[src/memPipe_cfg.svh]
// **************************************************
// Configuration macros for the memory back end:
// data width, RAM depth and reset PC value.
// **************************************************

`ifndef MEM_PIPE_CFG_SVH
`define MEM_PIPE_CFG_SVH

// Data and address width in bits.
`define MEM_DATA_W 32

// Number of 32-bit words in the data RAM.
`define MEM_DEPTH_WORDS 256

// PC value held in the stage registers after reset.
`define RESET_PC 32'h0000_0000

`endif

[src/memPipe_pkg.sv]
// **************************************************
// Shared types for the memory back end: memory op,
// write-back select and exception codes, plus the
// MEM2 and write-back stage bundles.
// **************************************************

`include "memPipe_cfg.svh"

package memPipe_pkg;

    // Memory operation decoded in the MEM stage.
    typedef enum logic [3:0] {
        opNone = 4'd0,
        opLb   = 4'd1,
        opLbu  = 4'd2,
        opLh   = 4'd3,
        opLhu  = 4'd4,
        opLw   = 4'd5,
        opSb   = 4'd6,
        opSh   = 4'd7,
        opSw   = 4'd8
    } memOpType;

    // Source of the register write-back value.
    typedef enum logic [1:0] {
        aluResult = 2'd0,
        loadData  = 2'd1,
        linkPc    = 2'd2
    } wbSelType;

    // MIPS ExcCode values for address errors.
    typedef enum logic [4:0] {
        excNone = 5'd0,
        excAdEL = 5'd4,
        excAdES = 5'd5
    } excType;

    // Instruction state carried into the second memory stage.
    typedef struct packed {
        logic [`MEM_DATA_W-1:0] aluOut;
        logic [`MEM_DATA_W-1:0] pc;
        memOpType               memOp;
        wbSelType               wbSel;
        logic [4:0]             dst;
        logic                   regWr;
        excType                 exc;
    } mem2Bundle;

    // Register-file write port and trailing status.
    typedef struct packed {
        logic                   regWr;
        logic [4:0]             dst;
        logic [`MEM_DATA_W-1:0] data;
        logic [`MEM_DATA_W-1:0] pc;
        excType                 exc;
    } wbBundle;

endpackage

[src/loadWriteback.sv]
// **************************************************
// MEM2 stage: load lane extraction, sign or zero
// extension and write-back value select.
// **************************************************

`timescale 1ns/1ns

`include "memPipe_cfg.svh"

module loadWriteback (
    input  memPipe_pkg::mem2Bundle mem2,
    input  logic [`MEM_DATA_W-1:0] rdData,
    output memPipe_pkg::wbBundle   wb
);

    logic [7:0]             loadByte;
    logic [15:0]            loadHalf;
    logic [`MEM_DATA_W-1:0] loadVal;
    logic [`MEM_DATA_W-1:0] wbData;

    // Little-endian lanes picked by the low address bits.
    assign loadByte = rdData[8*mem2.aluOut[1:0] +: 8];
    assign loadHalf = mem2.aluOut[1] ? rdData[31:16] : rdData[15:0];

    always_comb begin
        unique case (mem2.memOp)
            memPipe_pkg::opLb:  loadVal = {{24{loadByte[7]}}, loadByte};
            memPipe_pkg::opLbu: loadVal = {24'h000000, loadByte};
            memPipe_pkg::opLh:  loadVal = {{16{loadHalf[15]}}, loadHalf};
            memPipe_pkg::opLhu: loadVal = {16'h0000, loadHalf};
            default:            loadVal = rdData;
        endcase
    end

    always_comb begin
        unique case (mem2.wbSel)
            memPipe_pkg::loadData: wbData = loadVal;
            // Return address skips the delay slot.
            memPipe_pkg::linkPc:   wbData = mem2.pc + 32'd8;
            default:               wbData = mem2.aluOut;
        endcase
    end

    assign wb.regWr = mem2.regWr;
    assign wb.dst   = mem2.dst;
    assign wb.data  = wbData;
    assign wb.pc    = mem2.pc;
    assign wb.exc   = mem2.exc;

endmodule

[config.mk]
export PLATFORM = sky130hd
export DESIGN_NAME = loadWriteback
export DESIGN_NICKNAME = d
export VERILOG_FILES = /design/src/memPipe_pkg.sv /design/src/loadWriteback.sv
export VERILOG_INCLUDE_DIRS = /design/src
export SDC_FILE = /design/constraint.sdc
export NUM_CORES = 1
export LEC_CHECK = 0
export ABC_AREA = 1
export BUFFER_PORTS_ARGS = -buffer_cell sky130_fd_sc_hd__buf_2
export CORE_MARGIN = 2
export CORE_UTILIZATION = 41
export DETAILED_ROUTE_END_ITERATION = 10
export GPL_TIMING_DRIVEN = 0
export PLACE_DENSITY = 0.82
export SYNTH_ARGS = -nofsm -noshare
export SYNTH_HDL_FRONTEND = slang
export SYNTH_SLANG_ARGS = --single-unit
[constraint.sdc]
create_clock -name vclk -period 0.95
set_input_delay 0 -clock vclk [all_inputs]
set_output_delay 0 -clock vclk [all_outputs]
set_load 0.02 [all_outputs]
==> reports/metrics.csv <==
metric,value,unit
antenna-violating nets left,0,
drt drc,0,
Fmax,747,MHz
ANT cells,0,
cell taking the most area after synthesis,nand2_1,
RSZ-0062 raised after global routing,yes,
Crit Path Class,primary input to output port,
synth unique cells,27,
IO buf count,177,
CP arrival,1.34,ns
first-pass GRT wire length,20500,um
CP required,0.95,ns
post-synthesis cell count,606,
Mean Syn Cell Area,4.72,sq um
status,finished with violations,
Top-Level Pins,188,
FP Rows,30,
hpwl dp,9950,um
Final Hold Fails,0,
Slew @ Worst Pin,0.347,ns
Final #Nets,927,
final core occ,77.8,%
pin count of the biggest net entering global routing,11,
via/cell ratio,5.41,
core footprint,0.00676,sq mm
"Max FO, Critical Path",6,
most frequent cells in the layout,"nand2_1 (183), buf_2 (134), buf_4 (71)",
FF+latch count,0,
Hold/Removal Path Class,primary input to output port,
Area growth syn-to-layout,83.9,%
post-synthesis net count,722,
Post-Layout Cell Count,889,
minimum clock period,1.34,ns
All-Layer GR Usage,33.5,%
drt wl/cell,16.4,um
setup TNS,-10.69,ns
share of layout cells above drive strength 1,55.6,%
via count of the first global-routing pass,4201,
Final Max Slew Viols,0,
vias after detailed routing,4806,
Synth top area share,31.2,%
Tcrit/Tclk final,141,%
area of the mapped netlist,0.00286,sq mm
Clock Buffer Count,0,
Seq. cell area,0,sq um
LEAKAGE,2.68,nW
Crit. End Element,output port,
initial antenna violation count,0,
"commonest non-fill, non-tap cell in the layout",nand2_1,
"top cells by area, synth","nand2_1 (31%), buf_4 (12%), nor2_1 (11%)",
power per cell area,600,mW/mm^2
drt first pass iters,5,
Setup crit start kind,primary input,
worst vdd ir,414,uV
maxcap violations,0,
Final Worst Setup Slack,-0.389,ns
# setup viols final,32,
Initial Util,42.3,%
Die Ht,87.5,um
total wire length,14500,um
failing checks,setup timing,
register area share after synthesis,0,%
DIE WIDTH,87.5,um
DIE AREA,0.00766,sq mm
Slew HR,76.8,%
grt total ovfl,0,
DR iter-0 viols,304,
routability cong.,0.954,
YS warnings,0,
DP Cell Count,863,
-- Yosys cell counts, drive strengths merged --
library cell,count
clkbuf,11
xor2,2
o211ai,2
buf,52
or2,4
nand3,70
ha,3
a21oi,35
nand4,3
nand2,242
o21bai,4
o21ai,23
nor2,94
inv,59
clkinv,2
-- cells by family (layout without fill, tap and decap cells) --
kind of cell    count (synthesis)  count (layout)  share of synthesized area (%)
compound gates                 64              64                           12.1
simple gates                  413             413                           62.8
buf+inv                       124             327                           23.2
xor+xnor                        2               2                          0.613
fa+ha+maj                       3               3                           1.31
-- power breakdown --
part           switching (mW)  internal [mW]
combinational            1.81           1.35
clock                       0              0
sequential                  0              0
total                    1.81           1.35
-- worst paths after layout --
| kind | from | to | slack [ns] | cells past startpoint |
|---|---|---|---|---|
| min | mem2[9] | wb[72] | 0.22 | 2 |
| max | mem2[13] | wb[68] | -0.39 | 14 |
-- per-stage QoR --
| stage | hold slack, ns | setup WS [ns] | power, mW | instance area [sq um] |
|---|---|---|---|---|
| 2_1_floorplan | 0.113 | -0.000665 | 1.53 | 3110 |
| 3_3_place_gp | 0.218 | -0.597 | 2.31 | 4100 |
| 3_5_place_dp | 0.218 | -0.619 | 2.33 | 4100 |
| 4_1_cts | 0.218 | -0.345 | 2.80 | 4800 |
| 5_1_grt | 0.226 | -0.469 | 3.34 | 5260 |
| 6_report | 0.217 | -0.389 | 3.15 | 5260 |
-- worst max-delay path, cell delays in order --
cell,delay [ns]
buf_12,0.12
inv_4,0.08
nand2_4,0.07
nor2_4,0.15
nor2_4,0.07
nand2_8,0.10
nand3_4,0.09
buf_12,0.15
buf_6,0.11
nand3_2,0.04
nand2_1,0.06
nand2_1,0.09
nand2_2,0.06
buf_6,0.13
-- per-layer routing --
layer  up-vias  routed length [um]  track usage (%)
met4         0                 611             8.53
li1       2265                   -                -
met1      2165                5600             43.2
met5         -                   0                0
met3        61                1150             2.65
met2       315                7170             59.8
-- layout make-up --
class	count	area [sq um]
buffer	63	504
fill	523	1500
inverter	61	272
multi-input combinational	482	2970
tap	80	100
timing repair buffer	203	1410
-- what timing repair did --
item,CTS,global route
hold buffers,0,0
setup buffers,17,8
pin swaps,20,45
setup endpoints to repair,32,32
resized for setup,161,122
cloned,1,0
Power figures use the tool's default switching activity.
