File: src/memPipe_cfg.svh
// **************************************************
// Configuration macros for the memory back end:
// data width, RAM depth and reset PC value.
// **************************************************

`ifndef MEM_PIPE_CFG_SVH
`define MEM_PIPE_CFG_SVH

// Data and address width in bits.
`define MEM_DATA_W 32

// Number of 32-bit words in the data RAM.
`define MEM_DEPTH_WORDS 256

// PC value held in the stage registers after reset.
`define RESET_PC 32'h0000_0000

`endif

File: src/memPipe_pkg.sv
// **************************************************
// Shared types for the memory back end: memory op,
// write-back select and exception codes, plus the
// MEM2 and write-back stage bundles.
// **************************************************

`include "memPipe_cfg.svh"

package memPipe_pkg;

    // Memory operation decoded in the MEM stage.
    typedef enum logic [3:0] {
        opNone = 4'd0,
        opLb   = 4'd1,
        opLbu  = 4'd2,
        opLh   = 4'd3,
        opLhu  = 4'd4,
        opLw   = 4'd5,
        opSb   = 4'd6,
        opSh   = 4'd7,
        opSw   = 4'd8
    } memOpType;

    // Source of the register write-back value.
    typedef enum logic [1:0] {
        aluResult = 2'd0,
        loadData  = 2'd1,
        linkPc    = 2'd2
    } wbSelType;

    // MIPS ExcCode values for address errors.
    typedef enum logic [4:0] {
        excNone = 5'd0,
        excAdEL = 5'd4,
        excAdES = 5'd5
    } excType;

    // Instruction state carried into the second memory stage.
    typedef struct packed {
        logic [`MEM_DATA_W-1:0] aluOut;
        logic [`MEM_DATA_W-1:0] pc;
        memOpType               memOp;
        wbSelType               wbSel;
        logic [4:0]             dst;
        logic                   regWr;
        excType                 exc;
    } mem2Bundle;

    // Register-file write port and trailing status.
    typedef struct packed {
        logic                   regWr;
        logic [4:0]             dst;
        logic [`MEM_DATA_W-1:0] data;
        logic [`MEM_DATA_W-1:0] pc;
        excType                 exc;
    } wbBundle;

endpackage

File: src/memReqIf.sv
// **************************************************
// Data-memory request interface between the store
// formatter and the RAM.
// **************************************************

`timescale 1ns/1ns

`include "memPipe_cfg.svh"

interface memReqIf;

    logic                   en;
    logic                   we;
    logic [`MEM_DATA_W-1:0] addr;
    logic [3:0]             byteEn;
    logic [`MEM_DATA_W-1:0] wrData;

    // Request side, driven by the MEM stage.
    modport master (output en, we, addr, byteEn, wrData);

    // RAM side.
    modport slave (input en, we, addr, byteEn, wrData);

endinterface

File: src/memAccessStage.sv
// **************************************************
// MEM stage: alignment check, byte enables, store
// lane formatting and the MEM2 bundle.
// **************************************************

`timescale 1ns/1ns

`include "memPipe_cfg.svh"

module memAccessStage (
    input  logic [`MEM_DATA_W-1:0] aluOut,
    input  logic [`MEM_DATA_W-1:0] storeData,
    input  logic [`MEM_DATA_W-1:0] pc,
    input  memPipe_pkg::memOpType  memOp,
    input  memPipe_pkg::wbSelType  wbSel,
    input  logic [4:0]             dst,
    input  logic                   regWr,
    input  logic                   stall,
    input  logic                   flush,
    memReqIf.master                req,
    output memPipe_pkg::mem2Bundle mem2
);

    logic                   isLoad;
    logic                   isStore;
    logic                   misaligned;
    logic [3:0]             byteEn;
    logic [`MEM_DATA_W-1:0] laneData;

    always_comb begin
        isLoad     = 1'b0;
        isStore    = 1'b0;
        misaligned = 1'b0;
        byteEn     = 4'b0000;
        laneData   = storeData;
        unique case (memOp)
            memPipe_pkg::opLb, memPipe_pkg::opLbu: begin
                isLoad = 1'b1;
            end
            memPipe_pkg::opLh, memPipe_pkg::opLhu: begin
                isLoad     = 1'b1;
                misaligned = aluOut[0];
            end
            memPipe_pkg::opLw: begin
                isLoad     = 1'b1;
                misaligned = |aluOut[1:0];
            end
            memPipe_pkg::opSb: begin
                isStore  = 1'b1;
                byteEn   = 4'b0001 << aluOut[1:0];
                laneData = {4{storeData[7:0]}};
            end
            memPipe_pkg::opSh: begin
                isStore    = 1'b1;
                misaligned = aluOut[0];
                byteEn     = aluOut[1] ? 4'b1100 : 4'b0011;
                laneData   = {2{storeData[15:0]}};
            end
            memPipe_pkg::opSw: begin
                isStore    = 1'b1;
                misaligned = |aluOut[1:0];
                byteEn     = 4'b1111;
            end
            default: begin
            end
        endcase
    end

    // A fault, a stall or a flush keeps the RAM idle.
    assign req.en     = (isLoad | isStore) & ~misaligned & ~stall & ~flush;
    assign req.we     = isStore;
    assign req.addr   = aluOut;
    assign req.byteEn = byteEn;
    assign req.wrData = laneData;

    assign mem2.aluOut = aluOut;
    assign mem2.pc     = pc;
    assign mem2.memOp  = memOp;
    assign mem2.wbSel  = wbSel;
    assign mem2.dst    = dst;
    assign mem2.regWr  = regWr & ~misaligned;
    assign mem2.exc    = !misaligned ? memPipe_pkg::excNone
                       : isStore     ? memPipe_pkg::excAdES
                       : memPipe_pkg::excAdEL;

endmodule

File: src/flat_wrapper.sv
// flat-port wrapper written by rule: the top's interface ports become plain ports
module memAccessStage_flat 
  (aluOut, storeData, pc, memOp, wbSel, dst, regWr, stall, flush, mem2, req_en, req_we, req_addr, req_byteEn, req_wrData);
  memReqIf req_i ();
  input  logic [`MEM_DATA_W-1:0] aluOut;
  input  logic [`MEM_DATA_W-1:0] storeData;
  input  logic [`MEM_DATA_W-1:0] pc;
  input  memPipe_pkg::memOpType memOp;
  input  memPipe_pkg::wbSelType wbSel;
  input  logic [4:0] dst;
  input  logic regWr;
  input  logic stall;
  input  logic flush;
  output memPipe_pkg::mem2Bundle mem2;
  output wire logic [$bits(req_i.en)-1:0] req_en;
  output wire logic [$bits(req_i.we)-1:0] req_we;
  output wire logic [$bits(req_i.addr)-1:0] req_addr;
  output wire logic [$bits(req_i.byteEn)-1:0] req_byteEn;
  output wire logic [$bits(req_i.wrData)-1:0] req_wrData;
  assign req_en = req_i.en;
  assign req_we = req_i.we;
  assign req_addr = req_i.addr;
  assign req_byteEn = req_i.byteEn;
  assign req_wrData = req_i.wrData;
  memAccessStage u_core (.aluOut(aluOut), .storeData(storeData), .pc(pc), .memOp(memOp), .wbSel(wbSel), .dst(dst), .regWr(regWr), .stall(stall), .flush(flush), .req(req_i), .mem2(mem2));
endmodule
File: config.mk
export PLATFORM = sky130hd
export DESIGN_NAME = memAccessStage_flat
export DESIGN_NICKNAME = d
export VERILOG_FILES = /design/src/memPipe_pkg.sv /design/src/memReqIf.sv /design/src/memAccessStage.sv /design/src/flat_wrapper.sv
export VERILOG_INCLUDE_DIRS = /design/src
export SDC_FILE = /design/constraint.sdc
export NUM_CORES = 1
export LEC_CHECK = 0
export BUFFER_PORTS_ARGS = -buffer_cell sky130_fd_sc_hd__buf_4
export CORE_AREA = 2 2 102 104
export DETAILED_ROUTE_END_ITERATION = 10
export DIE_AREA = 0 0 104 106
export GPL_ROUTABILITY_DRIVEN = 0
export PLACE_DENSITY = 0.57
export SLEW_MARGIN = 20
export SYNTH_ARGS = -nofsm -noshare
export SYNTH_HDL_FRONTEND = slang
export SYNTH_SLANG_ARGS = --single-unit
File: constraint.sdc
create_clock -name vclk -period 1.7
set_input_delay 0.17 -clock vclk [all_inputs]
set_output_delay 0.17 -clock vclk [all_outputs]
set_load 0.05 [all_outputs]
==> metrics <==
run status completed; Avg Inst Size Synth 7.55 µm²; chip width 104 µm; Vias/cell 3.36; Netlist cell types 24; total track usage 0.0629; switching share of total power 0.648; proportion of synthesized area in mux cells 0.182; Core Rows 37; Initial Util 0.143; Final Cycle Share 0.912; clock buffers 0; Seq/Total Area, Yosys 0; minimum clock period 1.55 ns; routed length per instance 12.9 µm; Yosys warning total 0; # Post-CTS Setup Buffers 0; final core utilization 0.143; hold path start dst[4]; hold buffer count at cts 0; XOR/XNOR Fraction of Synth Area 0.00613; Seq cells 0; final total power 0.589 mW; Worst setup EP type output pin; I/O pin cnt 261; max-slew violations 0; setup violators final 0; Post-synth top cells 119 x buf_4, 16 x mux2_2, 10 x o21ai_0; Post-Synth Adder-Cell Area 0; maximum vdd drop 0.0000998 V; Flop pwr share 0; most used cell, CP buf_4; FILL cells 1,165; Inst Count DP 299; GR Overflow Total 0; critical path data required time 1.53 ns; met3 WL 538 µm; Compound-Gate Fraction of Synth Area 0.0605; P_sw 0.382 mW; delay-heaviest family, CP simple AND/OR/NAND/NOR gates; DRC 0; HP Class primary input to output pin; Resized cells post-CTS 0; proportion of layout cells with a drive suffix above 1 0.730; Initial DRC Count 29; worst hold endpoint mem2[10]; critical path class primary input to output pin; startpoint types primary input; largest net degree at the start of global routing 25; cell count after synthesis 189; RSZ-0062 raised after global routing false; metal1 wirelength 1010 µm; Final Instance Count excl. Fillers 299; fin nets 275; maximum clock frequency 0.645 GHz; worst-path cell chain buf_4 > or4b_4 > nor2_4 > o21a_2 > buf_4; power share of the clock group 0; CP max-delay cell or4b_4; ant diodes 0; Critical Path Max Stage Delay 0.59 ns; Die Area 0.0110 mm²; hold path cells 0; via count 1,005; Post-DRT Antenna Nets 0; core box area 0.0100 mm²; post-synth top area cell buf_4; WP data arrival 1.38 ns; largest family of logic cells by synthesized area buffers and inverters; mapped cell area 0.00143 mm²; Reg area 0 µm²; simple-gate share of the synthesized area 0.0982; total leakage power 0.694 nW; Max Cap Viol 0; Internal 0.208 mW; synth-to-layout area growth -0.0875%; met2 wire length 1900 µm; first-pass GRT wire length 5480 µm; Power per Cell Area 413 mW/mm²; most common cell in the synthesized netlist buf_4; Detailed Routing Iterations Pass 1 3; top sig layer met4; IO Port Bufs 90; Multi-input gate area 519 µm²; vias in the first global route 996; Die Height 106 µm; Synth area leaders buf_4 63%, mux2_2 13%, mux2i_1 5.6%; Max FO, Critical Path 7; Comb pwr share 1.000; final WL 3860 µm; Synth top area share 0.626; number of antenna violations at the first check in global routing 0; Worst Path Buf+Inv 2; HPWL Detailed 3260 µm; Hold Violations, Final 0
[power groups by stage]
stage	clock, mW	sequential (mW)	combinational (mW)
global placement	0	0	0.590
detailed placement	0	0	0.597
finish	0	0	0.589
global route	0	0	0.618
CTS	0	0	0.598
floorplan	0	0	1.03
[how the worst max path moves through the flow]
stage | start | endpoint | cells past startpoint
4_1_cts | memOp[3] | req_wrData[22] | 5
3_3_place_gp | memOp[3] | req_wrData[17] | 5
6_report | memOp[1] | mem2[0] | 5
3_5_place_dp | memOp[3] | req_wrData[22] | 5
2_1_floorplan | memOp[3] | req_byteEn[0] | 4
5_1_grt | memOp[3] | req_wrData[20] | 5
[metal layers]
metal | vias to the layer above | global-route usage
li1 | 443 | -
met1 | 422 | 0.0475
met2 | 90 | 0.113
met3 | 50 | 0.0239
met4 | 0 | 0.0743
met5 | - | 0
[layout by cell type (no fill, tap or decap), drive strengths merged]
cell type,instances
a21oi,1
buf,96
conb,3
inv,1
mux2,16
mux2i,8
nand2,9
nand3b,1
nand4b,2
nor2,5
nor2b,1
nor3,1
nor3b,1
nor4b,1
o21a,1
o21ai,10
o31ai,2
o41ai,1
or2,1
or4b,1
xor2,1
[area by class of cell]
class | instances | share of cell area
Inverter | 1 | 0.00263
Multi-Input combinational cell | 66 | 0.364
Tap cell | 136 | 0.119
Timing Repair Buffer | 96 | 0.514
[logic make-up after synthesis]
| family | after synthesis |
|---|---|
| AO/OA/AOI/OAI | 15 |
| XOR/XNOR | 1 |
| buffers and inverters | 125 |
| other | 1 |
| multiplexers | 24 |
| AND/OR/NAND/NOR | 23 |
[per-stage QoR]
stage | setup TNS (ns) | area (µm²) | setup slack [ns] | hold WS (ns)
detailed placement | 0 | 1430 | 0.117 | 0.340
global placement | 0 | 1430 | 0.131 | 0.340
global route | 0 | 1430 | 0.0360 | 0.340
CTS | 0 | 1430 | 0.115 | 0.340
finish | 0 | 1430 | 0.150 | 0.340
floorplan | -2.17 | 1450 | -0.339 | 0.507
(Power assumes the default switching activity.)
